### src/source/fm_pkg.sv
`default_nettype none

package fm_pkg;

	// Channels share one datapath, one slot per clock
	localparam int NUM_CH = 4;
	// Cycles the chip refuses data after a register write
	localparam int BUSY_CYCLES = 8;
	// Samples per timer B count
	localparam int TIMER_B_DIV = 16;

	// Register map
	localparam logic [7:0] REG_TA_HI = 8'h24;
	localparam logic [7:0] REG_TA_LO = 8'h25;
	localparam logic [7:0] REG_TB = 8'h26;
	localparam logic [7:0] REG_TCTRL = 8'h27;
	localparam logic [7:0] REG_KEY = 8'h28;
	// Per-channel blocks, channel number in the low two bits
	localparam logic [7:0] REG_FNUM_LO = 8'hA0;
	localparam logic [7:0] REG_FNUM_HI = 8'hA4;
	localparam logic [7:0] REG_TL = 8'h40;
	localparam logic [7:0] REG_PAN = 8'hB4;

	typedef logic [1:0] ch_t;
	typedef logic [10:0] fnum_t;
	typedef logic [2:0] block_t;
	typedef logic [19:0] phase_t;
	typedef logic signed [9:0] wave_t;
	typedef logic signed [11:0] snd_t;
	typedef logic [2:0] tl_t;
	typedef logic [9:0] timer_a_t;
	typedef logic [7:0] timer_b_t;

endpackage

`default_nettype wire

### src/source/fm_mixer.sv
`timescale 1ns/100ps
`default_nettype none

module fm_mixer (
	input wire clk,
	input wire rst_n,
	input wire fm_pkg::wave_t wave,
	input wire wave_l,
	input wire wave_r,
	input wire wave_last,
	output fm_pkg::snd_t snd_left,
	output fm_pkg::snd_t snd_right,
	output logic snd_sample
);

	fm_pkg::snd_t sum_l;
	fm_pkg::snd_t sum_r;
	fm_pkg::snd_t add_l;
	fm_pkg::snd_t add_r;

	// Four 10-bit values cannot overflow 12 bits
	assign add_l = wave_l ? fm_pkg::snd_t'(wave) : '0;
	assign add_r = wave_r ? fm_pkg::snd_t'(wave) : '0;

	always_ff @(posedge clk) begin
		if (!rst_n) begin
			sum_l <= '0;
			sum_r <= '0;
			snd_left <= '0;
			snd_right <= '0;
			snd_sample <= 1'b0;
		end else begin
			snd_sample <= wave_last;
			if (wave_last) begin
				snd_left <= sum_l + add_l;
				snd_right <= sum_r + add_r;
				sum_l <= '0;
				sum_r <= '0;
			end else begin
				sum_l <= sum_l + add_l;
				sum_r <= sum_r + add_r;
			end
		end
	end

	// Slot counter upstream keeps strobes apart
	a_sample_gap: assert property (@(posedge clk) disable iff (!rst_n)
		snd_sample |=> !snd_sample);

endmodule

`default_nettype wire

### src/source/fm_phase.sv
`timescale 1ns/100ps
`default_nettype none

module fm_phase (
	input wire clk,
	input wire rst_n,
	input wire fm_pkg::ch_t slot,
	input wire last,
	input wire fm_pkg::fnum_t fnum,
	input wire fm_pkg::block_t block,
	input wire fm_pkg::tl_t tl,
	input wire pan_l,
	input wire pan_r,
	input wire key,
	output logic [9:0] phase_top,
	output fm_pkg::tl_t tl_q,
	output logic pan_l_q,
	output logic pan_r_q,
	output logic key_q,
	output logic last_q
);

	fm_pkg::phase_t acc [fm_pkg::NUM_CH];
	fm_pkg::phase_t inc;
	fm_pkg::phase_t sum;

	// Octave scales fnum, then halved
	assign inc = (fm_pkg::phase_t'(fnum) << block) >> 1;
	assign sum = acc[slot] + inc;

	always_ff @(posedge clk) begin
		if (!rst_n) begin
			for (int i = 0; i < fm_pkg::NUM_CH; i++)
				acc[i] <= '0;
			key_q <= 1'b0;
			last_q <= 1'b0;
			pan_l_q <= 1'b0;
			pan_r_q <= 1'b0;
		end else begin
			// Keyed-off channel stays parked at zero
			acc[slot] <= key ? sum : '0;
			key_q <= key;
			last_q <= last;
			pan_l_q <= pan_l;
			pan_r_q <= pan_r;
		end
	end

	always_ff @(posedge clk) begin
		phase_top <= key ? sum[19:10] : '0;
		tl_q <= tl;
	end

endmodule

`default_nettype wire

### src/source/fm_regs.sv
`timescale 1ns/100ps
`default_nettype none

module fm_regs (
	input wire clk,
	input wire rst_n,
	input wire [7:0] din,
	input wire addr,
	input wire cs_n,
	input wire wr_n,
	output logic busy,
	output fm_pkg::ch_t slot,
	output logic last,
	output fm_pkg::fnum_t fnum,
	output fm_pkg::block_t block,
	output fm_pkg::tl_t tl,
	output logic pan_l,
	output logic pan_r,
	output logic key,
	output logic sample_tick,
	output fm_pkg::timer_a_t timer_a,
	output fm_pkg::timer_b_t timer_b,
	output logic tctrl_wr,
	output logic load_a,
	output logic load_b,
	output logic en_a,
	output logic en_b,
	output logic clr_a,
	output logic clr_b
);

	typedef enum logic {IDLE, ADDR_HELD} bus_state_e;

	localparam int BUSY_W = $clog2(fm_pkg::BUSY_CYCLES + 1);

	bus_state_e state;
	logic [7:0] addr_q;
	logic [BUSY_W-1:0] busy_cnt;
	logic bus_wr;
	logic data_acc;
	fm_pkg::ch_t wr_ch;

	logic [7:0] fnum_lo [fm_pkg::NUM_CH];
	logic [2:0] fnum_hi [fm_pkg::NUM_CH];
	fm_pkg::block_t block_r [fm_pkg::NUM_CH];
	fm_pkg::tl_t tl_r [fm_pkg::NUM_CH];
	logic [fm_pkg::NUM_CH-1:0] pan_l_r;
	logic [fm_pkg::NUM_CH-1:0] pan_r_r;
	logic [fm_pkg::NUM_CH-1:0] key_r;
	logic [fm_pkg::NUM_CH-1:0] key_work;
	logic [7:0] ta_hi;
	logic [1:0] ta_lo;
	fm_pkg::timer_b_t tb_r;
	logic [5:0] tctrl;

	assign bus_wr = !cs_n && !wr_n;
	// Data needs a latched address and an idle chip
	assign data_acc = bus_wr && addr && !busy && (state == ADDR_HELD);
	assign wr_ch = fm_pkg::ch_t'(addr_q[1:0]);
	assign busy = (busy_cnt != '0);

	always_ff @(posedge clk) begin
		if (!rst_n) begin
			state <= IDLE;
			addr_q <= '0;
			busy_cnt <= '0;
			tctrl_wr <= 1'b0;
		end else begin
			if (bus_wr && !addr) begin
				state <= ADDR_HELD;
				addr_q <= din;
			end
			if (data_acc)
				busy_cnt <= BUSY_W'(fm_pkg::BUSY_CYCLES);
			else if (busy)
				busy_cnt <= busy_cnt - 1'b1;
			tctrl_wr <= data_acc && (addr_q == fm_pkg::REG_TCTRL);
		end
	end

	always_ff @(posedge clk) begin
		if (!rst_n) begin
			for (int i = 0; i < fm_pkg::NUM_CH; i++) begin
				fnum_lo[i] <= '0;
				fnum_hi[i] <= '0;
				block_r[i] <= '0;
				tl_r[i] <= '0;
			end
			pan_l_r <= '0;
			pan_r_r <= '0;
			key_r <= '0;
			ta_hi <= '0;
			ta_lo <= '0;
			tb_r <= '0;
			tctrl <= '0;
		end else if (data_acc) begin
			case (addr_q)
				fm_pkg::REG_TA_HI: ta_hi <= din;
				fm_pkg::REG_TA_LO: ta_lo <= din[1:0];
				fm_pkg::REG_TB: tb_r <= din;
				fm_pkg::REG_TCTRL: tctrl <= din[5:0];
				fm_pkg::REG_KEY: key_r <= din[fm_pkg::NUM_CH-1:0];
				default: ;
			endcase
			// Channel blocks are four apart
			case (addr_q[7:2])
				fm_pkg::REG_FNUM_LO[7:2]: fnum_lo[wr_ch] <= din;
				fm_pkg::REG_FNUM_HI[7:2]: begin
					fnum_hi[wr_ch] <= din[2:0];
					block_r[wr_ch] <= din[5:3];
				end
				fm_pkg::REG_TL[7:2]: tl_r[wr_ch] <= din[2:0];
				fm_pkg::REG_PAN[7:2]: begin
					pan_r_r[wr_ch] <= din[6];
					pan_l_r[wr_ch] <= din[7];
				end
				default: ;
			endcase
		end
	end

	// Slot counter, key changes land on a sample boundary
	always_ff @(posedge clk) begin
		if (!rst_n) begin
			slot <= '0;
			key_work <= '0;
		end else begin
			slot <= slot + 1'b1;
			if (sample_tick)
				key_work <= key_r;
		end
	end

	assign last = (slot == fm_pkg::ch_t'(fm_pkg::NUM_CH - 1));
	assign sample_tick = last;

	assign fnum = {fnum_hi[slot], fnum_lo[slot]};
	assign block = block_r[slot];
	assign tl = tl_r[slot];
	assign pan_l = pan_l_r[slot];
	assign pan_r = pan_r_r[slot];
	assign key = key_work[slot];

	assign timer_a = {ta_hi, ta_lo};
	assign timer_b = tb_r;
	assign load_a = tctrl[0];
	assign load_b = tctrl[1];
	assign en_a = tctrl[2];
	assign en_b = tctrl[3];
	assign clr_a = tctrl[4];
	assign clr_b = tctrl[5];

	// No second write gets in during the busy window
	a_busy_drop: assert property (@(posedge clk) disable iff (!rst_n)
		data_acc |=> !data_acc [*fm_pkg::BUSY_CYCLES]);

endmodule

`default_nettype wire

### src/source/fm_timers.sv
`timescale 1ns/100ps
`default_nettype none

module fm_timers (
	input wire clk,
	input wire rst_n,
	input wire sample_tick,
	input wire fm_pkg::timer_a_t timer_a,
	input wire fm_pkg::timer_b_t timer_b,
	input wire tctrl_wr,
	input wire load_a,
	input wire load_b,
	input wire en_a,
	input wire en_b,
	input wire clr_a,
	input wire clr_b,
	output logic flag_a,
	output logic flag_b,
	output logic irq_n
);

	localparam int PRESC_W = $clog2(fm_pkg::TIMER_B_DIV);

	fm_pkg::timer_a_t cnt_a;
	fm_pkg::timer_b_t cnt_b;
	logic [PRESC_W-1:0] presc;
	logic b_tick;
	logic ovf_a;
	logic ovf_b;
	logic flag_a_nxt;
	logic flag_b_nxt;

	assign b_tick = sample_tick && (presc == PRESC_W'(fm_pkg::TIMER_B_DIV - 1));
	assign ovf_a = load_a && sample_tick && (cnt_a == '1);
	assign ovf_b = load_b && b_tick && (cnt_b == '1);

	// Stopped timers sit at their load value
	always_ff @(posedge clk) begin
		if (!rst_n) begin
			cnt_a <= '0;
			cnt_b <= '0;
			presc <= '0;
		end else begin
			if (!load_a)
				cnt_a <= timer_a;
			else if (sample_tick)
				cnt_a <= ovf_a ? timer_a : cnt_a + 1'b1;
			if (!load_b) begin
				cnt_b <= timer_b;
				presc <= '0;
			end else if (sample_tick) begin
				presc <= presc + 1'b1;
				if (b_tick)
					cnt_b <= ovf_b ? timer_b : cnt_b + 1'b1;
			end
		end
	end

	// Overflow wins over a clear in the same cycle
	always_comb begin
		flag_a_nxt = flag_a;
		flag_b_nxt = flag_b;
		if (tctrl_wr && clr_a)
			flag_a_nxt = 1'b0;
		if (tctrl_wr && clr_b)
			flag_b_nxt = 1'b0;
		if (ovf_a && en_a)
			flag_a_nxt = 1'b1;
		if (ovf_b && en_b)
			flag_b_nxt = 1'b1;
	end

	always_ff @(posedge clk) begin
		if (!rst_n) begin
			flag_a <= 1'b0;
			flag_b <= 1'b0;
			irq_n <= 1'b1;
		end else begin
			flag_a <= flag_a_nxt;
			flag_b <= flag_b_nxt;
			irq_n <= !(flag_a_nxt || flag_b_nxt);
		end
	end

	a_irq_flags: assert property (@(posedge clk) disable iff (!rst_n)
		irq_n == !(flag_a || flag_b));

endmodule

`default_nettype wire

### src/source/fm_top.sv
`timescale 1ns/100ps
`default_nettype none

module fm_top (
	input wire clk,
	input wire rst_n,
	input wire [7:0] din,
	input wire [1:0] addr,
	input wire cs_n,
	input wire wr_n,
	output logic [7:0] dout,
	output logic irq_n,
	output fm_pkg::snd_t snd_left,
	output fm_pkg::snd_t snd_right,
	output logic snd_sample
);

	logic busy, flag_a, flag_b;
	fm_pkg::ch_t slot;
	logic last, pan_l, pan_r, key, sample_tick;
	fm_pkg::fnum_t fnum;
	fm_pkg::block_t block;
	fm_pkg::tl_t tl;
	fm_pkg::timer_a_t timer_a;
	fm_pkg::timer_b_t timer_b;
	logic tctrl_wr, load_a, load_b, en_a, en_b, clr_a, clr_b;
	logic [9:0] phase_top;
	fm_pkg::tl_t tl_q;
	logic pan_l_q, pan_r_q, key_q, last_q;
	fm_pkg::wave_t wave;
	logic wave_l, wave_r, wave_last;

	// Status byte
	assign dout = {busy, 5'd0, flag_b, flag_a};

	fm_regs u_regs (
		.clk(clk), .rst_n(rst_n), .din(din), .addr(addr[0]), .cs_n(cs_n), .wr_n(wr_n),
		.busy(busy), .slot(slot), .last(last), .fnum(fnum), .block(block), .tl(tl),
		.pan_l(pan_l), .pan_r(pan_r), .key(key), .sample_tick(sample_tick),
		.timer_a(timer_a), .timer_b(timer_b), .tctrl_wr(tctrl_wr),
		.load_a(load_a), .load_b(load_b), .en_a(en_a), .en_b(en_b),
		.clr_a(clr_a), .clr_b(clr_b)
	);

	fm_timers u_timers (
		.clk(clk), .rst_n(rst_n), .sample_tick(sample_tick),
		.timer_a(timer_a), .timer_b(timer_b), .tctrl_wr(tctrl_wr),
		.load_a(load_a), .load_b(load_b), .en_a(en_a), .en_b(en_b),
		.clr_a(clr_a), .clr_b(clr_b),
		.flag_a(flag_a), .flag_b(flag_b), .irq_n(irq_n)
	);

	fm_phase u_phase (
		.clk(clk), .rst_n(rst_n), .slot(slot), .last(last), .fnum(fnum),
		.block(block), .tl(tl), .pan_l(pan_l), .pan_r(pan_r), .key(key),
		.phase_top(phase_top), .tl_q(tl_q), .pan_l_q(pan_l_q), .pan_r_q(pan_r_q),
		.key_q(key_q), .last_q(last_q)
	);

	fm_wave u_wave (
		.clk(clk), .rst_n(rst_n), .phase_top(phase_top), .tl_q(tl_q),
		.pan_l_q(pan_l_q), .pan_r_q(pan_r_q), .key_q(key_q), .last_q(last_q),
		.wave(wave), .wave_l(wave_l), .wave_r(wave_r), .wave_last(wave_last)
	);

	fm_mixer u_mixer (
		.clk(clk), .rst_n(rst_n), .wave(wave), .wave_l(wave_l), .wave_r(wave_r),
		.wave_last(wave_last), .snd_left(snd_left), .snd_right(snd_right),
		.snd_sample(snd_sample)
	);

endmodule

`default_nettype wire

### src/source/fm_wave.sv
`timescale 1ns/100ps
`default_nettype none

module fm_wave (
	input wire clk,
	input wire rst_n,
	input wire [9:0] phase_top,
	input wire fm_pkg::tl_t tl_q,
	input wire pan_l_q,
	input wire pan_r_q,
	input wire key_q,
	input wire last_q,
	output fm_pkg::wave_t wave,
	output logic wave_l,
	output logic wave_r,
	output logic wave_last
);

	fm_pkg::wave_t tri_v;
	fm_pkg::wave_t att_v;

	// Triangle, peaks held for two steps at +255 and -256
	always_comb begin
		case (phase_top[9:8])
			2'b01, 2'b10: tri_v = fm_pkg::wave_t'(10'd511 - phase_top);
			default: tri_v = fm_pkg::wave_t'(phase_top);
		endcase
	end

	assign att_v = tri_v >>> tl_q;

	always_ff @(posedge clk) begin
		if (!rst_n) begin
			wave_l <= 1'b0;
			wave_r <= 1'b0;
			wave_last <= 1'b0;
		end else begin
			wave_l <= pan_l_q;
			wave_r <= pan_r_q;
			wave_last <= last_q;
		end
	end

	always_ff @(posedge clk)
		wave <= key_q ? att_v : '0;

endmodule

`default_nettype wire
### config.mk
export PLATFORM = sky130hd
export DESIGN_NAME = fm_top
export DESIGN_NICKNAME = d
export VERILOG_FILES = /design/src/source/fm_pkg.sv /design/src/source/fm_mixer.sv /design/src/source/fm_phase.sv /design/src/source/fm_regs.sv /design/src/source/fm_timers.sv /design/src/source/fm_top.sv /design/src/source/fm_wave.sv
export SDC_FILE = /design/constraint.sdc
export NUM_CORES = 1
export LEC_CHECK = 0
export ABC_AREA = 1
export BUFFER_PORTS_ARGS = -buffer_cell sky130_fd_sc_hd__buf_4
export CAP_MARGIN = 20
export CORE_UTILIZATION = 60
export CTS_CLUSTER_DIAMETER = 40
export DETAILED_ROUTE_END_ITERATION = 6
export GPL_ROUTABILITY_DRIVEN = 1
export PLACE_DENSITY = 0.87
export REMOVE_ABC_BUFFERS = 1
export SLEW_MARGIN = 10
export SYNTH_ARGS = -nofsm -noshare
export SYNTH_HDL_FRONTEND = slang
export SYNTH_SLANG_ARGS = --single-unit
### constraint.sdc
create_clock -name clk -period 4.6 [get_ports clk]
set_clock_uncertainty 0.2 [all_clocks]
set_input_delay 0.92 -clock clk [delete_from_list [all_inputs] [get_ports clk]]
set_output_delay 0.92 -clock clk [all_outputs]
set_load 0.05 [all_outputs]
-- Word-level counts from Yosys, hierarchy flattened
Memories as Yosys holds them, arrays and structs flattened. A register that Yosys moved wholly into a read port is not among the register bits.
Index checks and enable logic that the tools add are counted.
W data, S select, Z words.
- register bits after elaboration: 157
- bits in writable memories: 148
- input bits: 14
- output and inout bits: 34
- word-level logic and storage cells: 172
- memories: 5
- add/subtract/negate cells: 9
- order comparisons: 3
- equality and inequality tests: 18
- shift operators: 2
- mux-type cells: 60
- bitwise operators: 1
- reductions and logical operators: 40
- memories (name ; depth ; width ; read ports ; clocked after memory_dff ; write ports ; line ; source):
    u_phase.acc ; 4 ; 20 ; 1 ; 1 ; 4 ; fm_phase.sv:23 ; fm_pkg::phase_t acc [fm_pkg::NUM_CH];
    u_regs.fnum_lo ; 4 ; 8 ; 1 ; 1 ; 4 ; fm_regs.sv:43 ; logic [7:0] fnum_lo [fm_pkg::NUM_CH];
    u_regs.block_r ; 4 ; 3 ; 1 ; 1 ; 4 ; fm_regs.sv:45 ; fm_pkg::block_t block_r [fm_pkg::NUM_CH];
    u_regs.fnum_hi ; 4 ; 3 ; 1 ; 1 ; 4 ; fm_regs.sv:44 ; logic [2:0] fnum_hi [fm_pkg::NUM_CH];
    u_regs.tl_r ; 4 ; 3 ; 1 ; 1 ; 4 ; fm_regs.sv:46 ; fm_pkg::tl_t tl_r [fm_pkg::NUM_CH];
- operators by type and width (operator ; number):
    $eq A8 B6 Y1 const B ; 5
    $mux W10 ; 4
    $mux W20 ; 2
    $mux W8 ; 5
    $mux W1 ; 27
    $add A12 B12 Y12 ; 2
    $mux W12 ; 2
    $add A20 B19 Y20 ; 1
    $reduce_or A20 Y1 ; 1
    $shl A11 B3 Y20 ; 1
    $eq A6 B6 Y1 const B ; 3
    $mux W2 ; 9
    $logic_and A1 B1 Y1 ; 16
    $reduce_and A2 Y1 ; 8
    $add A10 B1 Y10 const B ; 1
    $eq A10 B10 Y1 const B ; 1
    $sshr A10 B3 Y10 ; 1
    $sub A9 B10 Y10 const A ; 1
    $mux W3 ; 3
    $reduce_or A3 Y1 ; 3
    $add A8 B1 Y8 const B ; 1
    $bwmux W4 ; 2
    $eq A8 B8 Y1 const B ; 1
    $mux W4 ; 2
    other kinds (19) ; 31

-- Depth between registers and ports, before layout
- depth after elaboration: 10
- gate-level depth with buffers: 24
- mapped depth without buffers: 23

-- Modules after synthesis
Synthesis repeated with hierarchy kept, for this count alone.
- cell total of the unflattened synthesis: 2131
- area total of the unflattened synthesis: 16193.0 um^2
- modules (own cells, without submodules) (module ; instances ; cells each ; area each (um^2) ; seq. area each (um^2)):
    fm_regs ; 1 ; 658 ; 5551.6 ; 3163.0
    fm_phase ; 1 ; 671 ; 5373.9 ; 2742.6
    fm_mixer ; 1 ; 429 ; 2820.2 ; 980.9
    fm_timers ; 1 ; 228 ; 1532.7 ; 500.5
    fm_wave ; 1 ; 136 ; 850.8 ; 260.2
    fm_top ; 1 ; 9 ; 63.8 ; 0.0

-- Worst setup path before layout
No wires, ideal clock.
- kind: register to register
- from: register u_regs.slot[0]
- to: memory u_phase.acc[0][16] (netlist name), data pin
- data arrival time: 2653 ps
- required time: 4134 ps
- setup slack: 1481 ps
- cell stages (with the launch flop): 24
- path buffers: 3
- clock period less this slack: 3119 ps
- cell sequence: dfxtp_1 > buf_6 > buf_6 > buf_4 > o21ai_0 > nand2_1 > nand2_1 > nand2_1 > nor2_1 > inv_1 > nor2_1 > ha_1 > inv_1 > fa_1 > inv_1 > nand3_1 > nand3_1 > nand2_1 > nand2_1 > nand3_1 > nand2_1 > nand2_1 > nand3_1 > nor2_1
- RTL lines (element ; line ; source):
    start: declaration ; fm_regs.sv:12 ; output fm_pkg::ch_t slot,
    start signal: assignment ; fm_regs.sv:128 ; slot <= slot + 1'b1;
    end: declaration ; fm_phase.sv:23 ;

==> results by group <==
GRT
  – Gr usage total: 27.8%
  – Initial antenna violation count: 0
  – GRT Residual Overflow: 0
  – Largest net degree at the start of global routing: 58
  – Vias in the first global route: 12792
  – First-pass GRT wire length: 59900 um

Synth
  – Most common cell in the netlist: nand2_1
  – Post-synth EDFFs: 148
  – Synth cell types: 53
  – Area leader, netlist: edfxtp_1
  – Most frequent cells after synthesis: nand2_1 (446), nor2_1 (300), inv_1 (203)
  – Top cell type's share of synthesized area: 28.3%
  – Synth Flop Type: dfxtp_1
  – Async SR Flop Fraction: 0%
  – Cell Area, Synth: 15700 um2
  – Post-Syn Instances: 1965
  – Ys Warns: 0
  – Synth Register Bits: 308
  – Seq/Total Area, Yosys: 48.6%
  – Mean Syn Cell Area: 8.00 um2
  – Area contributors post-synth: edfxtp_1 (28%), dfxtp_1 (20%), nand2_1 (11%)

Critical path
  – Crit path required time: 4.66 ns
  – CP peak stage delay: 0.63 ns
  – Crit-path cells: inv_2 -> o21ai_0 -> and2_4 -> inv_2 -> nor2_1 -> inv_1 -> nor2_1 -> ha_1 -> inv_1 -> fa_1 -> inv_1 -> nand3_1 -> nand3_1 -> nand2_1 -> nand2_1 -> nand3_1 -> nand2_1 -> nand2_1 -> nand3_1 -> nor2_1
  – WP data arrival: 4.07 ns
  – Critical path endpoint category: flop
  – Crit-path max FO: 24
  – Worst Path Buf+Inv: 5
  – Startpoint Class: flop
  – Crit-path leading delay family: simple AND/OR/NAND/NOR gates
  – Type of the worst setup path: flop to flop
  – Crit-path slowest cell: dfxtp_2

Clock tree
  – Clk buf depth: 3
  – Clock sink total: 308
  – Post-CTS Resized: 0
  – Clock buffer count from CTS: 41
  – CTS tree: built
  – Post-CTS setup buffer count: 0
  – Hold_buf cts: 0
  – Worst-path clk slew: 0.06 ns
  – H-tree depth: 2
  – Latest clock arrival within the worst-skew pair: 0.53 ns
  – CTS root buffer: clkbuf_16

Route
  – Antenna Violating Nets Remaining: 0
  – Via count: 13319
  – Detailed Routing Iterations Pass 1: 7
  – DRC: 0
  – Initial DRC Count: 1058
  – Via/cell ratio: 5.66
  – Final WL: 36400 um
  – Avg WL per Cell: 15.5 um

Power
  – Clock power share: 41.9%
  – Worst VDD drop: 0.476 mV
  – P_sw: 2.24 mW
  – Switching Share: 29.8%
  – Internal: 5.27 mW
  – Power Total: 7.50 mW
  – Leakage Power: 7.78 nW
  – Total power density per cell area: 427 nW/um2
  – Comb power frac: 17.2%
  – Seq pwr share: 40.9%

Finish
  – Final net count: 2052
  – Share of layout cells above drive strength 1: 10.1%
  – Finished Layout Cells: 2352
  – Final core utilization: 69.0%
  – Layout area overhead: 11.7%
  – Number of diodes: 0

Placement
  – Post-DP HPWL: 23800 um
  – IO buf count: 41
  – Worst slack, placed: 0.719 ns
  – Gpl congestion: 0.959
  – Dpl cells: 2277

STA
  – Tcrit/Tclk final: 87.1%
  – Peak Freq: 250 MHz
  – Final TNS setup: 0 ns
  – Post-layout min period: 4.00 ns
  – Final setup viols: 0
  – Max Slew Vio Count: 0
  – RSZ-0062 raised after global routing: no
  – Least-Margin Pin Slew: 1.08 ns
  – Post-route setup slack: 0.595 ns
  – Final hold violation count: 0
  – Slew headroom: 28.0%

Die
  – Die area: 26900 um2
  – Die Height: 164 um
  – Initial Utilization: 61.7%
  – Die width: 164 um
  – # IOs: 48
  – Num rows: 58
  – Core area: 25500 um2

Worst hold path
  – Hold Path Class: flop to flop

Run status
  – Status: finished clean

Job
  – Max Cap Viol: 0
-- final timing paths --
check                           slack [ns]  cells past startpoint            endpoint            start
worst min register to register        0.21                      2       u_wave.wave_r  u_phase.pan_r_q
worst max-delay path                  0.60                     20  u_phase.acc[1][14]   u_regs.slot[0]
worst min-delay path                  0.21                      2       u_wave.wave_r  u_phase.pan_r_q
worst max register to register        0.60                     20  u_phase.acc[1][14]   u_regs.slot[0]
-- registers in the layout, indices dropped and copies added, names as in the netlist, 10 cells and up --
| signal | cells |
|---|---|
| u_mixer.snd_left | 12 |
| u_mixer.snd_right | 12 |
| u_mixer.sum_l | 12 |
| u_mixer.sum_r | 12 |
| u_phase.acc | 80 |
| u_phase.phase_top | 10 |
| u_regs.block_r | 12 |
| u_regs.fnum_hi | 12 |
| u_regs.fnum_lo | 32 |
| u_regs.tl_r | 12 |
| u_timers.cnt_a | 10 |
| u_wave.wave | 10 |
-- worst min-delay path, delay by kind of cell (launching register included) --
kind          cells  cell delay [ns]
flops             1             0.31
simple gates      1             0.04
buf+inv           1             0.04
-- per-layer routing --
layer	vias up	track usage, %	share of wire, %
li1	6476	-	-
met1	6205	34.9	41
met3	107	4.09	7.1
met4	0	10.5	2.8
met5	-	0	0
met2	531	48.5	49
-- cell usage in the layout, fill, tap and decap left out, types with 6 or more instances in the layout --
cell type / count
a21oi_1: 106
buf_4: 60
clkbuf_16: 42
clkinv_4: 6
dfxtp_1: 159
edfxtp_1: 148
ha_1: 45
inv_1: 203
inv_2: 15
inv_6: 9
nand2_1: 446
nand3_1: 125
nand3b_1: 6
nand4_1: 15
nand4_4: 10
nor2_1: 299
nor2_2: 6
nor3_1: 9
o21ai_0: 156
o21ai_1: 10
o22ai_1: 19
or2_2: 12
xnor2_1: 10
xor2_1: 24
-- cell type report --
cell class | count | area (um2)
Timing Repair Buffer | 61 | 470
Inverter | 222 | 838
Tap cell | 330 | 413
Clock inverter | 25 | 253
Multi-Input combinational cell | 1356 | 6820
Sequential cell | 308 | 7650
Clock buffer | 50 | 1130
Fill cell | 1879 | 7900
-- power groups by stage --
stage                     Sequential [mW]  Clock [mW]  Combinational [mW]
after floorplan                      3.12           0               0.922
after global placement               3.12           0                1.21
after detailed placement             3.12           0                1.25
after CTS                            3.07        3.17                1.27
after global routing                 3.08        3.29                1.45
final                                3.07        3.14                1.29
-- metrics by stage --
step / instance area (um2) / hold WS, ns
finish: 17600 / 0.215
global route: 17600 / 0.228
CTS: 17600 / 0.217
detailed placement: 16200 / 0.202
global placement: 16200 / 0.194
floorplan: 15300 / 0.190
-- cell families after synthesis --
kind of cell             count (synthesis)  synth area share (%)
AND/OR/NAND/NOR                        956                  26.7
AO/OA/AOI/OAI                          313                  10.6
flip-flops                             308                  48.6
buffers and inverters                  305                  8.15
adder cells (fa/ha/maj)                 48                  3.96
XOR/XNOR                                34                  1.89
other                                    1                0.0238
Note: power is estimated with default switching activity, not from simulation.
